[src/include/i2c_target_settings.svh]
// shared sizing for the I2C write target
// filter length is in clk cycles, so the clk must run well above the SCL rate
// address and byte widths follow the I2C standard and are not meant to change
`ifndef I2C_TARGET_SETTINGS_SVH
`define I2C_TARGET_SETTINGS_SVH

// equal samples needed before a filtered line follows its pin
`define I2C_FILTER_LEN 4

// 7-bit target addressing only
`define I2C_ADDR_W 7

// one data byte on the bus
`define I2C_BYTE_W 8

// enough to count the bits of one byte
`define I2C_BITCNT_W 3

`endif

[src/source/i2c_target_pkg.sv]
// types shared by the I2C write target blocks
// widths come from the settings header
`default_nettype none

`include "i2c_target_settings.svh"

package i2c_target_pkg;

    // bus address as seen after the start condition
    typedef logic [`I2C_ADDR_W-1:0] addr_t;

    // received data byte
    typedef logic [`I2C_BYTE_W-1:0] byte_t;

    // remaining bits in the current byte
    typedef logic [`I2C_BITCNT_W-1:0] bitcnt_t;

    // protocol states, write direction only
    typedef enum logic [2:0] {
        st_idle          = 3'd0,
        st_address       = 3'd1,
        st_ack           = 3'd2,
        st_write_release = 3'd3,
        st_write_shift   = 3'd4
    } tgt_state_t;

endpackage

`default_nettype wire

[src/source/i2c_bit_counter.sv]
// bit down-counter for one address or data byte
// load sets the count to byte width minus one
// load wins if both commands arrive together
`default_nettype none

`include "i2c_target_settings.svh"

module i2c_bit_counter (
    input  wire  clk,
    input  wire  rst,
    input  wire  cnt_load,
    input  wire  cnt_dec,
    output wire  cnt_zero
);

    i2c_target_pkg::bitcnt_t cnt;

    always_ff @(posedge clk) begin
        if (rst) begin
            cnt <= '0;
        end else if (cnt_load) begin
            // seven more bits follow the current one
            cnt <= i2c_target_pkg::bitcnt_t'(`I2C_BYTE_W - 1);
        end else if (cnt_dec) begin
            cnt <= cnt - 1'b1;
        end
    end

    // last bit of the byte is the one sampled at zero
    assign cnt_zero = (cnt == '0);

endmodule

`default_nettype wire

[src/source/i2c_bus_monitor.sv]
// filters SCL and SDA and reports edges and bus conditions
// all pulses are one clk wide and registered
// bus_active also tracks traffic addressed to other targets
`default_nettype none

module i2c_bus_monitor (
    input  wire  clk,
    input  wire  rst,
    input  wire  scl_i,
    input  wire  sda_i,
    output wire  sda_level,
    output logic scl_rise,
    output logic scl_fall,
    output logic start_cond,
    output logic stop_cond,
    output logic bus_active
);

    logic scl_lvl;
    logic sda_lvl;
    logic scl_last;
    logic sda_last;
    logic start_det;
    logic stop_det;

    i2c_glitch_filter scl_filter_inst (
        .clk   (clk),
        .rst   (rst),
        .line  (scl_i),
        .level (scl_lvl)
    );

    i2c_glitch_filter sda_filter_inst (
        .clk   (clk),
        .rst   (rst),
        .line  (sda_i),
        .level (sda_lvl)
    );

    assign sda_level = sda_lvl;

    // SDA moving while SCL is high marks a condition
    assign start_det = sda_last && !sda_lvl && scl_lvl;
    assign stop_det  = !sda_last && sda_lvl && scl_lvl;

    always_ff @(posedge clk) begin
        if (rst) begin
            scl_last   <= 1'b1;
            sda_last   <= 1'b1;
            scl_rise   <= 1'b0;
            scl_fall   <= 1'b0;
            start_cond <= 1'b0;
            stop_cond  <= 1'b0;
            bus_active <= 1'b0;
        end else begin
            scl_last   <= scl_lvl;
            sda_last   <= sda_lvl;
            scl_rise   <= scl_lvl && !scl_last;
            scl_fall   <= !scl_lvl && scl_last;
            start_cond <= start_det;
            stop_cond  <= stop_det;
            // busy from any start until the matching stop
            if (start_det) begin
                bus_active <= 1'b1;
            end else if (stop_det) begin
                bus_active <= 1'b0;
            end
        end
    end

endmodule

`default_nettype wire

[src/source/i2c_glitch_filter.sv]
// run-length filter for one open-drain bus line
// output follows only after I2C_FILTER_LEN equal samples in a row
// the line is taken as already synchronous to clk
`default_nettype none

`include "i2c_target_settings.svh"

module i2c_glitch_filter (
    input  wire  clk,
    input  wire  rst,
    input  wire  line,
    output logic level
);

    // newest sample sits in bit 0
    logic [`I2C_FILTER_LEN-1:0] hist;

    always_ff @(posedge clk) begin
        if (rst) begin
            // idle bus floats high
            hist  <= {`I2C_FILTER_LEN{1'b1}};
            level <= 1'b1;
        end else begin
            hist <= {hist[`I2C_FILTER_LEN-2:0], line};
            // change only on a full run of equal samples
            if (hist == {`I2C_FILTER_LEN{1'b1}}) begin
                level <= 1'b1;
            end else if (hist == {`I2C_FILTER_LEN{1'b0}}) begin
                level <= 1'b0;
            end
            // mixed history keeps the old level
        end
    end

endmodule

`default_nettype wire

[src/source/i2c_target_fsm.sv]
// write-only I2C target protocol FSM
// read requests are not acknowledged and the FSM drops back to idle
// SCL is held low after an ACK while the output byte is unaccepted
// scl_o and sda_o are open-drain levels, high means released
`default_nettype none

module i2c_target_fsm (
    input  wire  clk,
    input  wire  rst,
    input  wire  scl_rise,
    input  wire  scl_fall,
    input  wire  start_cond,
    input  wire  stop_cond,
    input  wire  sda_level,
    input  wire  cnt_zero,
    input  wire  addr_match,
    input  wire  out_full,
    output logic cnt_load,
    output logic cnt_dec,
    output logic shift_bit,
    output logic capture_addr,
    output logic stage_byte,
    output logic publish,
    output logic flush,
    output logic scl_o,
    output logic sda_o,
    output logic busy,
    output logic bus_addressed
);

    i2c_target_pkg::tgt_state_t state_q;
    i2c_target_pkg::tgt_state_t state_next;
    logic scl_o_next;
    logic sda_o_next;
    logic addressed_next;

    always_comb begin
        state_next     = state_q;
        scl_o_next     = scl_o;
        sda_o_next     = sda_o;
        addressed_next = bus_addressed;
        cnt_load       = 1'b0;
        cnt_dec        = 1'b0;
        shift_bit      = 1'b0;
        capture_addr   = 1'b0;
        stage_byte     = 1'b0;
        publish        = 1'b0;
        flush          = 1'b0;

        if (start_cond) begin
            // start or repeated start, close out the previous write
            flush          = 1'b1;
            cnt_load       = 1'b1;
            addressed_next = 1'b0;
            scl_o_next     = 1'b1;
            sda_o_next     = 1'b1;
            state_next     = i2c_target_pkg::st_address;
        end else if (stop_cond) begin
            flush          = 1'b1;
            addressed_next = 1'b0;
            scl_o_next     = 1'b1;
            sda_o_next     = 1'b1;
            state_next     = i2c_target_pkg::st_idle;
        end else begin
            case (state_q)
                i2c_target_pkg::st_idle: begin
                    addressed_next = 1'b0;
                end
                i2c_target_pkg::st_address: begin
                    if (scl_rise) begin
                        if (!cnt_zero) begin
                            // address bits, msb first
                            shift_bit = 1'b1;
                            cnt_dec   = 1'b1;
                        end else if (addr_match && !sda_level) begin
                            // 8th bit is R/W, low means write
                            capture_addr   = 1'b1;
                            addressed_next = 1'b1;
                            state_next     = i2c_target_pkg::st_ack;
                        end else begin
                            // other target or read, stay off the bus
                            state_next = i2c_target_pkg::st_idle;
                        end
                    end
                end
                i2c_target_pkg::st_ack: begin
                    // drive ACK once the master drops SCL after bit 8
                    if (scl_fall) begin
                        sda_o_next = 1'b0;
                        cnt_load   = 1'b1;
                        state_next = i2c_target_pkg::st_write_release;
                    end
                end
                i2c_target_pkg::st_write_release: begin
                    // end of ACK clock, or re-check while stretching
                    if (scl_fall || !scl_o) begin
                        sda_o_next = 1'b1;
                        if (out_full) begin
                            // previous byte still waiting downstream
                            scl_o_next = 1'b0;
                        end else begin
                            scl_o_next = 1'b1;
                            stage_byte = 1'b1;
                            state_next = i2c_target_pkg::st_write_shift;
                        end
                    end
                end
                i2c_target_pkg::st_write_shift: begin
                    if (scl_rise) begin
                        shift_bit = 1'b1;
                        if (!cnt_zero) begin
                            cnt_dec = 1'b1;
                        end else begin
                            // byte done, so the staged one was not last
                            publish    = 1'b1;
                            state_next = i2c_target_pkg::st_ack;
                        end
                    end
                end
                default: begin
                    state_next = i2c_target_pkg::st_idle;
                end
            endcase
        end
    end

    always_ff @(posedge clk) begin
        if (rst) begin
            state_q       <= i2c_target_pkg::st_idle;
            scl_o         <= 1'b1;
            sda_o         <= 1'b1;
            busy          <= 1'b0;
            bus_addressed <= 1'b0;
        end else begin
            state_q       <= state_next;
            scl_o         <= scl_o_next;
            sda_o         <= sda_o_next;
            bus_addressed <= addressed_next;
            // one cycle behind the state
            busy          <= (state_q != i2c_target_pkg::st_idle);
        end
    end

endmodule

`default_nettype wire

[src/source/i2c_target_top.sv]
// I2C write target with a valid/ready byte output
// scl_i and sda_i must carry the wired-AND bus level, never scl_o or sda_o alone
// scl_o and sda_o are open-drain levels, high means released
`default_nettype none

module i2c_target_top (
    input  wire                          clk,
    input  wire                          rst,
    input  wire                          scl_i,
    output wire                          scl_o,
    input  wire                          sda_i,
    output wire                          sda_o,
    output wire  i2c_target_pkg::byte_t  m_data,
    output wire                          m_valid,
    input  wire                          m_ready,
    output wire                          m_last,
    output wire                          busy,
    output wire  i2c_target_pkg::addr_t  bus_address,
    output wire                          bus_addressed,
    output wire                          bus_active,
    input  wire                          enable,
    input  wire  i2c_target_pkg::addr_t  device_address,
    input  wire  i2c_target_pkg::addr_t  device_address_mask
);

    // monitor events
    logic sda_level;
    logic scl_rise;
    logic scl_fall;
    logic start_cond;
    logic stop_cond;

    // counter handshake
    logic cnt_load;
    logic cnt_dec;
    logic cnt_zero;

    // buffer commands and status
    logic shift_bit;
    logic capture_addr;
    logic stage_byte;
    logic publish;
    logic flush;
    logic addr_match;
    logic out_full;

    i2c_bus_monitor i2c_bus_monitor_inst (
        .clk        (clk),
        .rst        (rst),
        .scl_i      (scl_i),
        .sda_i      (sda_i),
        .sda_level  (sda_level),
        .scl_rise   (scl_rise),
        .scl_fall   (scl_fall),
        .start_cond (start_cond),
        .stop_cond  (stop_cond),
        .bus_active (bus_active)
    );

    i2c_bit_counter i2c_bit_counter_inst (
        .clk      (clk),
        .rst      (rst),
        .cnt_load (cnt_load),
        .cnt_dec  (cnt_dec),
        .cnt_zero (cnt_zero)
    );

    i2c_write_buffer i2c_write_buffer_inst (
        .clk                 (clk),
        .rst                 (rst),
        .sda_level           (sda_level),
        .shift_bit           (shift_bit),
        .capture_addr        (capture_addr),
        .stage_byte          (stage_byte),
        .publish             (publish),
        .flush               (flush),
        .enable              (enable),
        .device_address      (device_address),
        .device_address_mask (device_address_mask),
        .addr_match          (addr_match),
        .out_full            (out_full),
        .bus_address         (bus_address),
        .m_data              (m_data),
        .m_valid             (m_valid),
        .m_ready             (m_ready),
        .m_last              (m_last)
    );

    i2c_target_fsm i2c_target_fsm_inst (
        .clk           (clk),
        .rst           (rst),
        .scl_rise      (scl_rise),
        .scl_fall      (scl_fall),
        .start_cond    (start_cond),
        .stop_cond     (stop_cond),
        .sda_level     (sda_level),
        .cnt_zero      (cnt_zero),
        .addr_match    (addr_match),
        .out_full      (out_full),
        .cnt_load      (cnt_load),
        .cnt_dec       (cnt_dec),
        .shift_bit     (shift_bit),
        .capture_addr  (capture_addr),
        .stage_byte    (stage_byte),
        .publish       (publish),
        .flush         (flush),
        .scl_o         (scl_o),
        .sda_o         (sda_o),
        .busy          (busy),
        .bus_addressed (bus_addressed)
    );

endmodule

`default_nettype wire

[src/source/i2c_write_buffer.sv]
// receive shift register, address compare and output stage
// bytes leave one byte time late so the final one can carry m_last
// m_data is only rewritten while the output is empty or being taken
`default_nettype none

`include "i2c_target_settings.svh"

module i2c_write_buffer (
    input  wire                           clk,
    input  wire                           rst,
    input  wire                           sda_level,
    input  wire                           shift_bit,
    input  wire                           capture_addr,
    input  wire                           stage_byte,
    input  wire                           publish,
    input  wire                           flush,
    input  wire                           enable,
    input  wire  i2c_target_pkg::addr_t   device_address,
    input  wire  i2c_target_pkg::addr_t   device_address_mask,
    output wire                           addr_match,
    output wire                           out_full,
    output i2c_target_pkg::addr_t         bus_address,
    output i2c_target_pkg::byte_t         m_data,
    output logic                          m_valid,
    input  wire                           m_ready,
    output logic                          m_last
);

    i2c_target_pkg::byte_t shift_q;
    // full byte sitting in shift_q
    logic byte_done;
    // byte in m_data not yet offered
    logic pending;

    // only masked bits take part in the compare
    assign addr_match = enable &&
        (((shift_q[`I2C_ADDR_W-1:0] ^ device_address) & device_address_mask) == '0);

    assign out_full = m_valid && !m_ready;

    always_ff @(posedge clk) begin
        if (shift_bit) begin
            shift_q <= {shift_q[`I2C_BYTE_W-2:0], sda_level};
        end
        if (capture_addr) begin
            bus_address <= shift_q[`I2C_ADDR_W-1:0];
        end
        if (stage_byte && byte_done) begin
            m_data <= shift_q;
            m_last <= 1'b0;
        end
        // transaction ended with a byte held back
        if (flush && pending) begin
            m_last <= 1'b1;
        end
    end

    always_ff @(posedge clk) begin
        if (rst) begin
            byte_done <= 1'b0;
            pending   <= 1'b0;
            m_valid   <= 1'b0;
        end else begin
            if ((publish || flush) && pending) begin
                m_valid <= 1'b1;
            end else if (m_ready) begin
                m_valid <= 1'b0;
            end

            if (flush) begin
                byte_done <= 1'b0;
                pending   <= 1'b0;
            end else if (publish) begin
                byte_done <= 1'b1;
                pending   <= 1'b0;
            end else if (stage_byte) begin
                // nothing staged right after the address
                byte_done <= 1'b0;
                pending   <= byte_done;
            end
        end
    end

endmodule

`default_nettype wire

[config.mk]
export PLATFORM = sky130hd
export DESIGN_NAME = i2c_target_top
export DESIGN_NICKNAME = d
export VERILOG_FILES = /design/src/source/i2c_target_pkg.sv /design/src/source/i2c_bit_counter.sv /design/src/source/i2c_bus_monitor.sv /design/src/source/i2c_glitch_filter.sv /design/src/source/i2c_target_fsm.sv /design/src/source/i2c_target_top.sv /design/src/source/i2c_write_buffer.sv
export VERILOG_INCLUDE_DIRS = /design/src /design/src/include
export SDC_FILE = /design/constraint.sdc
export NUM_CORES = 1
export LEC_CHECK = 0
export ABC_AREA = 1
export BUFFER_PORTS_ARGS = -buffer_cell sky130_fd_sc_hd__buf_2
export CAP_MARGIN = 10
export CORE_MARGIN = 2
export CORE_UTILIZATION = 45
export CTS_BUF_LIST = sky130_fd_sc_hd__clkbuf_2 sky130_fd_sc_hd__clkbuf_4 sky130_fd_sc_hd__clkbuf_8
export DETAILED_ROUTE_END_ITERATION = 10
export GPL_ROUTABILITY_DRIVEN = 0
export PLACE_DENSITY = 0.67
export SYNTH_ARGS = -nofsm -noshare
export SYNTH_HDL_FRONTEND = slang
export SYNTH_HIERARCHICAL = 1
export SYNTH_SLANG_ARGS = --single-unit
[constraint.sdc]
create_clock -name clk -period 2.2 [get_ports clk]
set_input_delay 0.22 -clock clk [delete_from_list [all_inputs] [get_ports clk]]
set_output_delay 0.22 -clock clk [all_outputs]
set_load 0.05 [all_outputs]
==> summary.txt <==
Status
  – Status: completed

Synthesis
  – Number of cells produced by synthesis: 229
  – Share of async-settable or async-resettable flops after synthesis: 0
  – Net count after synthesis: 251
  – Per-instance average area after synthesis: 9.39 um2
  – Synth cell types: 29
  – Yosys warning total: 6
  – Number of flops mapped to enable cells by yosys: 23
  – Sequential fraction of the synthesis area: 0.610
  – Register bit count reported by yosys: 54
  – Predominant post-synthesis flop cell: sky130_fd_sc_hd__dfxtp_1
  – Post-synthesis instance area: 0.00215 mm2

STA
  – Worst hold-check slack: 0.0855 ns
  – Fmax: 530 MHz
  – Final min period: 1.89 ns
  – Number of endpoints failing setup at the final stage: 0
  – Final Hold Viols: 0
  – Slew at the pin closest to its max-slew limit: 0.438 ns
  – Final setup skew: 0.00488 ns
  – Share of the clock period used by the worst path after layout: 0.857
  – Setup Total Neg Slack: 0 ns
  – Max_slew headroom: 0.708
  – Unrepaired setup endpoints after global routing: no
  – Max Slew Vio Count: 0

Route
  – Per-cell routed wire length: 11.5 um
  – Drt total wl: 3.87 mm
  – DRC viols: 0
  – Remaining antenna violation count after routing: 0
  – Vias after detailed routing: 1579
  – TritonRoute pass-1 iters: 4
  – Vias/cell: 4.71
  – DR iter-0 viols: 111

Critical path
  – Family of cells with the greatest summed delay on the critical path: simple AND/OR/NAND/NOR gates
  – Crit path max-delay cell type: sky130_fd_sc_hd__edfxtp_1
  – Worst Path Buf+Inv: 3
  – Required time reported for the critical path endpoint: 2.22 ns
  – Arrival time of the worst setup path: 1.91 ns
  – Critical Path Stages: 10
  – Start-to-end type of the worst setup path: reg2reg
  – Cell type with the highest occurrence count on the critical path: sky130_fd_sc_hd__nand2_1
  – Capturing element type of the critical path: flip-flop
  – Crit-path max cell delay: 0.47 ns
  – Category of the worst setup path launch point: flip-flop
  – Cell-by-cell trace of the critical path: inv_1 -> nand2_1 -> nand3_1 -> nand2_1 -> inv_1 -> nand2_1 -> nor2_1 -> nand3b_1 -> nor3_1 -> buf_4
  – Cell depth of the worst flop-to-flop path: 10
  – Critical-path maximum fanout: 6

Cells and area
  – Net count reported at finish: 302
  – Area Growth Syn to Fin: 17.7%
  – Area taken by flip-flops and latches: 0.00131 mm2
  – Layout cells sized above 1: 0.267
  – Fillcell total: 414
  – Post-layout util: 0.543
  – Multi-input combinational cell area: 716 um2
  – Inserted Diodes: 0
  – Final Instance Count excl. Fillers: 335

Die
  – Core Rows: 25
  – Die width: 73.1 um
  – Die Ht: 73.1 um
  – Boundary pin count: 42
  – Die area: 0.00535 mm2
  – Effective utilization at floorplan: 0.461
  – Placeable core region: 0.00466 mm2

CTS
  – Number of CTS-inserted buffers: 5
  – Hold bufs inserted after CTS: 0
  – Post_cts resized: 0
  – Depth of the CTS H-tree: 2
  – Root buffer selected by CTS: sky130_fd_sc_hd__clkbuf_8
  – Clock insertion delay at the later pin of the skew report: 0.30 ns
  – Clock edge transition at the registers on the reported setup and hold paths: 0.09 ns
  – Clock Sinks: 54
  – Clock tree from TritonCTS: yes
  – Post-CTS repair timing setup buffer count: 0
  – Number of buffers on the longest clock path: 2

GRT
  – Met1 track demand over resource: 0.193
  – GRT met2 Usage: 0.219
  – Largest net degree at the start of global routing: 26
  – Leftover overflow at the end of global routing: 0
  – Most used routing layer in global routing: met2
  – GRT met3 Usage: 0.0552
  – Initial antenna violation count: 0
  – First-pass GRT wire length: 5.87 mm
  – Combined global-route utilization of all metal layers: 0.147
  – Number of global-route vias before repair: 1342

Pwr
  – IR Drop Worst-Case VDD: 0.367 mV
  – Standby leakage power: 1.17 nW
  – Power density over cell area: 712 mW/mm2

Place
  – HPWL after detailed placement: 2.78 mm
  – Number of port buffers: 41
  – Number of instances in the placed design: 327

Flow run
  – Number of maximum-capacitance violations: 0

Min path
  – Worst Hold Class: in2reg
  – Hold Path Cell Cnt: 2
-- power by group --
group          leakage [nW]  total, mW  internal [mW]  switching, mW
Sequential            0.461       1.07           1.05         0.0127
Clock                0.0484      0.535          0.234          0.302
Combinational         0.658      0.202         0.0697          0.132
Total                  1.17       1.80           1.36          0.446
-- path summary, 6_finish.rpt --
path,startpoint,endpoint,slack (ns)
worst max register to register,i2c_write_buffer_inst/shift_q[6],i2c_write_buffer_inst/bus_address[1],0.31
worst max-delay path,i2c_write_buffer_inst/shift_q[6],i2c_write_buffer_inst/bus_address[1],0.31
worst min register to register,i2c_bus_monitor_inst/scl_last,i2c_bus_monitor_inst/scl_rise,0.42
worst min-delay path,scl_i,i2c_bus_monitor_inst/scl_filter_inst/hist[0],0.09
-- cell families after synthesis --
family,share of synthesized area
buffers and inverters,0.0576
and+or+nand+nor,0.264
DFF,0.610
AOI/OAI and AO/OA,0.0576
adders and majority gates,0.0116
-- state kept, by name (all words and copies together), names as in the netlist, 3 cells and up --
name,cells
i2c_write_buffer_inst/m_data,8
i2c_write_buffer_inst/shift_q,8
i2c_write_buffer_inst/bus_address,7
i2c_bus_monitor_inst/scl_filter_inst/hist,4
i2c_bus_monitor_inst/sda_filter_inst/hist,4
i2c_bit_counter_inst/cnt,3
i2c_target_fsm_inst/state_q,3
-- metrics by stage --
stage               worst slack [ns]  total power [mW]  cell area [um2]
CTS                            0.308              1.82             2530
floorplan                      0.386              1.24             2150
global placement               0.360              1.29             2450
global route                   0.163              1.89             2530
detailed placement             0.327              1.29             2450
finish                         0.314              1.80             2530
-- layer usage --
layer  vias to the layer above  share of wire
li1                        838              -
met1                       693           0.49
met2                        41           0.44
met3                         7          0.054
met4                         0          0.015
met5                         -              0
-- layout make-up --
type | count | share of cell area
Clock buffer | 6 | 0.0301
Clock inverter | 2 | 0.00395
Inverter | 33 | 0.0489
Multi-Input combinational cell | 142 | 0.283
Sequential cell | 54 | 0.518
Tap cell | 54 | 0.0267
Timing Repair Buffer | 44 | 0.0899
-- cells in the mapped netlist, types with 3 or more instances --
| library cell | number | area (um2) |
|---|---|---|
| sky130_fd_sc_hd__nor2_2 | 5 | 31.3 |
| sky130_fd_sc_hd__edfxtp_1 | 23 | 691 |
| sky130_fd_sc_hd__or2_1 | 8 | 50.1 |
| sky130_fd_sc_hd__dfxtp_1 | 31 | 621 |
| sky130_fd_sc_hd__o21ai_0 | 3 | 15.0 |
| sky130_fd_sc_hd__nand3_1 | 12 | 60.1 |
| sky130_fd_sc_hd__inv_1 | 26 | 97.6 |
| sky130_fd_sc_hd__nand2_1 | 50 | 188 |
| sky130_fd_sc_hd__nor3_1 | 4 | 20.0 |
| sky130_fd_sc_hd__a21oi_1 | 7 | 35.0 |
| sky130_fd_sc_hd__nor2_1 | 31 | 116 |
| sky130_fd_sc_hd__inv_2 | 7 | 26.3 |
-- placed cells by master (no fill, tap or decap), types with 2 or more instances in the layout --
master,instances
sky130_fd_sc_hd__a21oi_1,7
sky130_fd_sc_hd__buf_2,41
sky130_fd_sc_hd__buf_4,3
sky130_fd_sc_hd__clkbuf_8,5
sky130_fd_sc_hd__clkinv_2,2
sky130_fd_sc_hd__dfxtp_1,31
sky130_fd_sc_hd__edfxtp_1,23
sky130_fd_sc_hd__ha_1,2
sky130_fd_sc_hd__inv_1,26
sky130_fd_sc_hd__inv_2,7
sky130_fd_sc_hd__nand2_1,50
sky130_fd_sc_hd__nand2_2,2
sky130_fd_sc_hd__nand3_1,12
sky130_fd_sc_hd__nand3_2,2
sky130_fd_sc_hd__nor2_1,31
sky130_fd_sc_hd__nor2_2,5
sky130_fd_sc_hd__nor3_1,4
sky130_fd_sc_hd__nor3_2,2
sky130_fd_sc_hd__o21ai_0,3
sky130_fd_sc_hd__or2_1,8
sky130_fd_sc_hd__or2_4,2
-- worst reg2reg max path, stage by stage (launching register included) --
cell                       delay, ns
sky130_fd_sc_hd__edfxtp_1       0.47
sky130_fd_sc_hd__inv_1          0.10
sky130_fd_sc_hd__nand2_1        0.06
sky130_fd_sc_hd__nand3_1        0.06
sky130_fd_sc_hd__nand2_1        0.05
sky130_fd_sc_hd__inv_1          0.05
sky130_fd_sc_hd__nand2_1        0.05
sky130_fd_sc_hd__nor2_1         0.11
sky130_fd_sc_hd__nand3b_1       0.15
sky130_fd_sc_hd__nor3_1         0.28
sky130_fd_sc_hd__buf_4          0.23
Power figures use the tool's default switching activity.
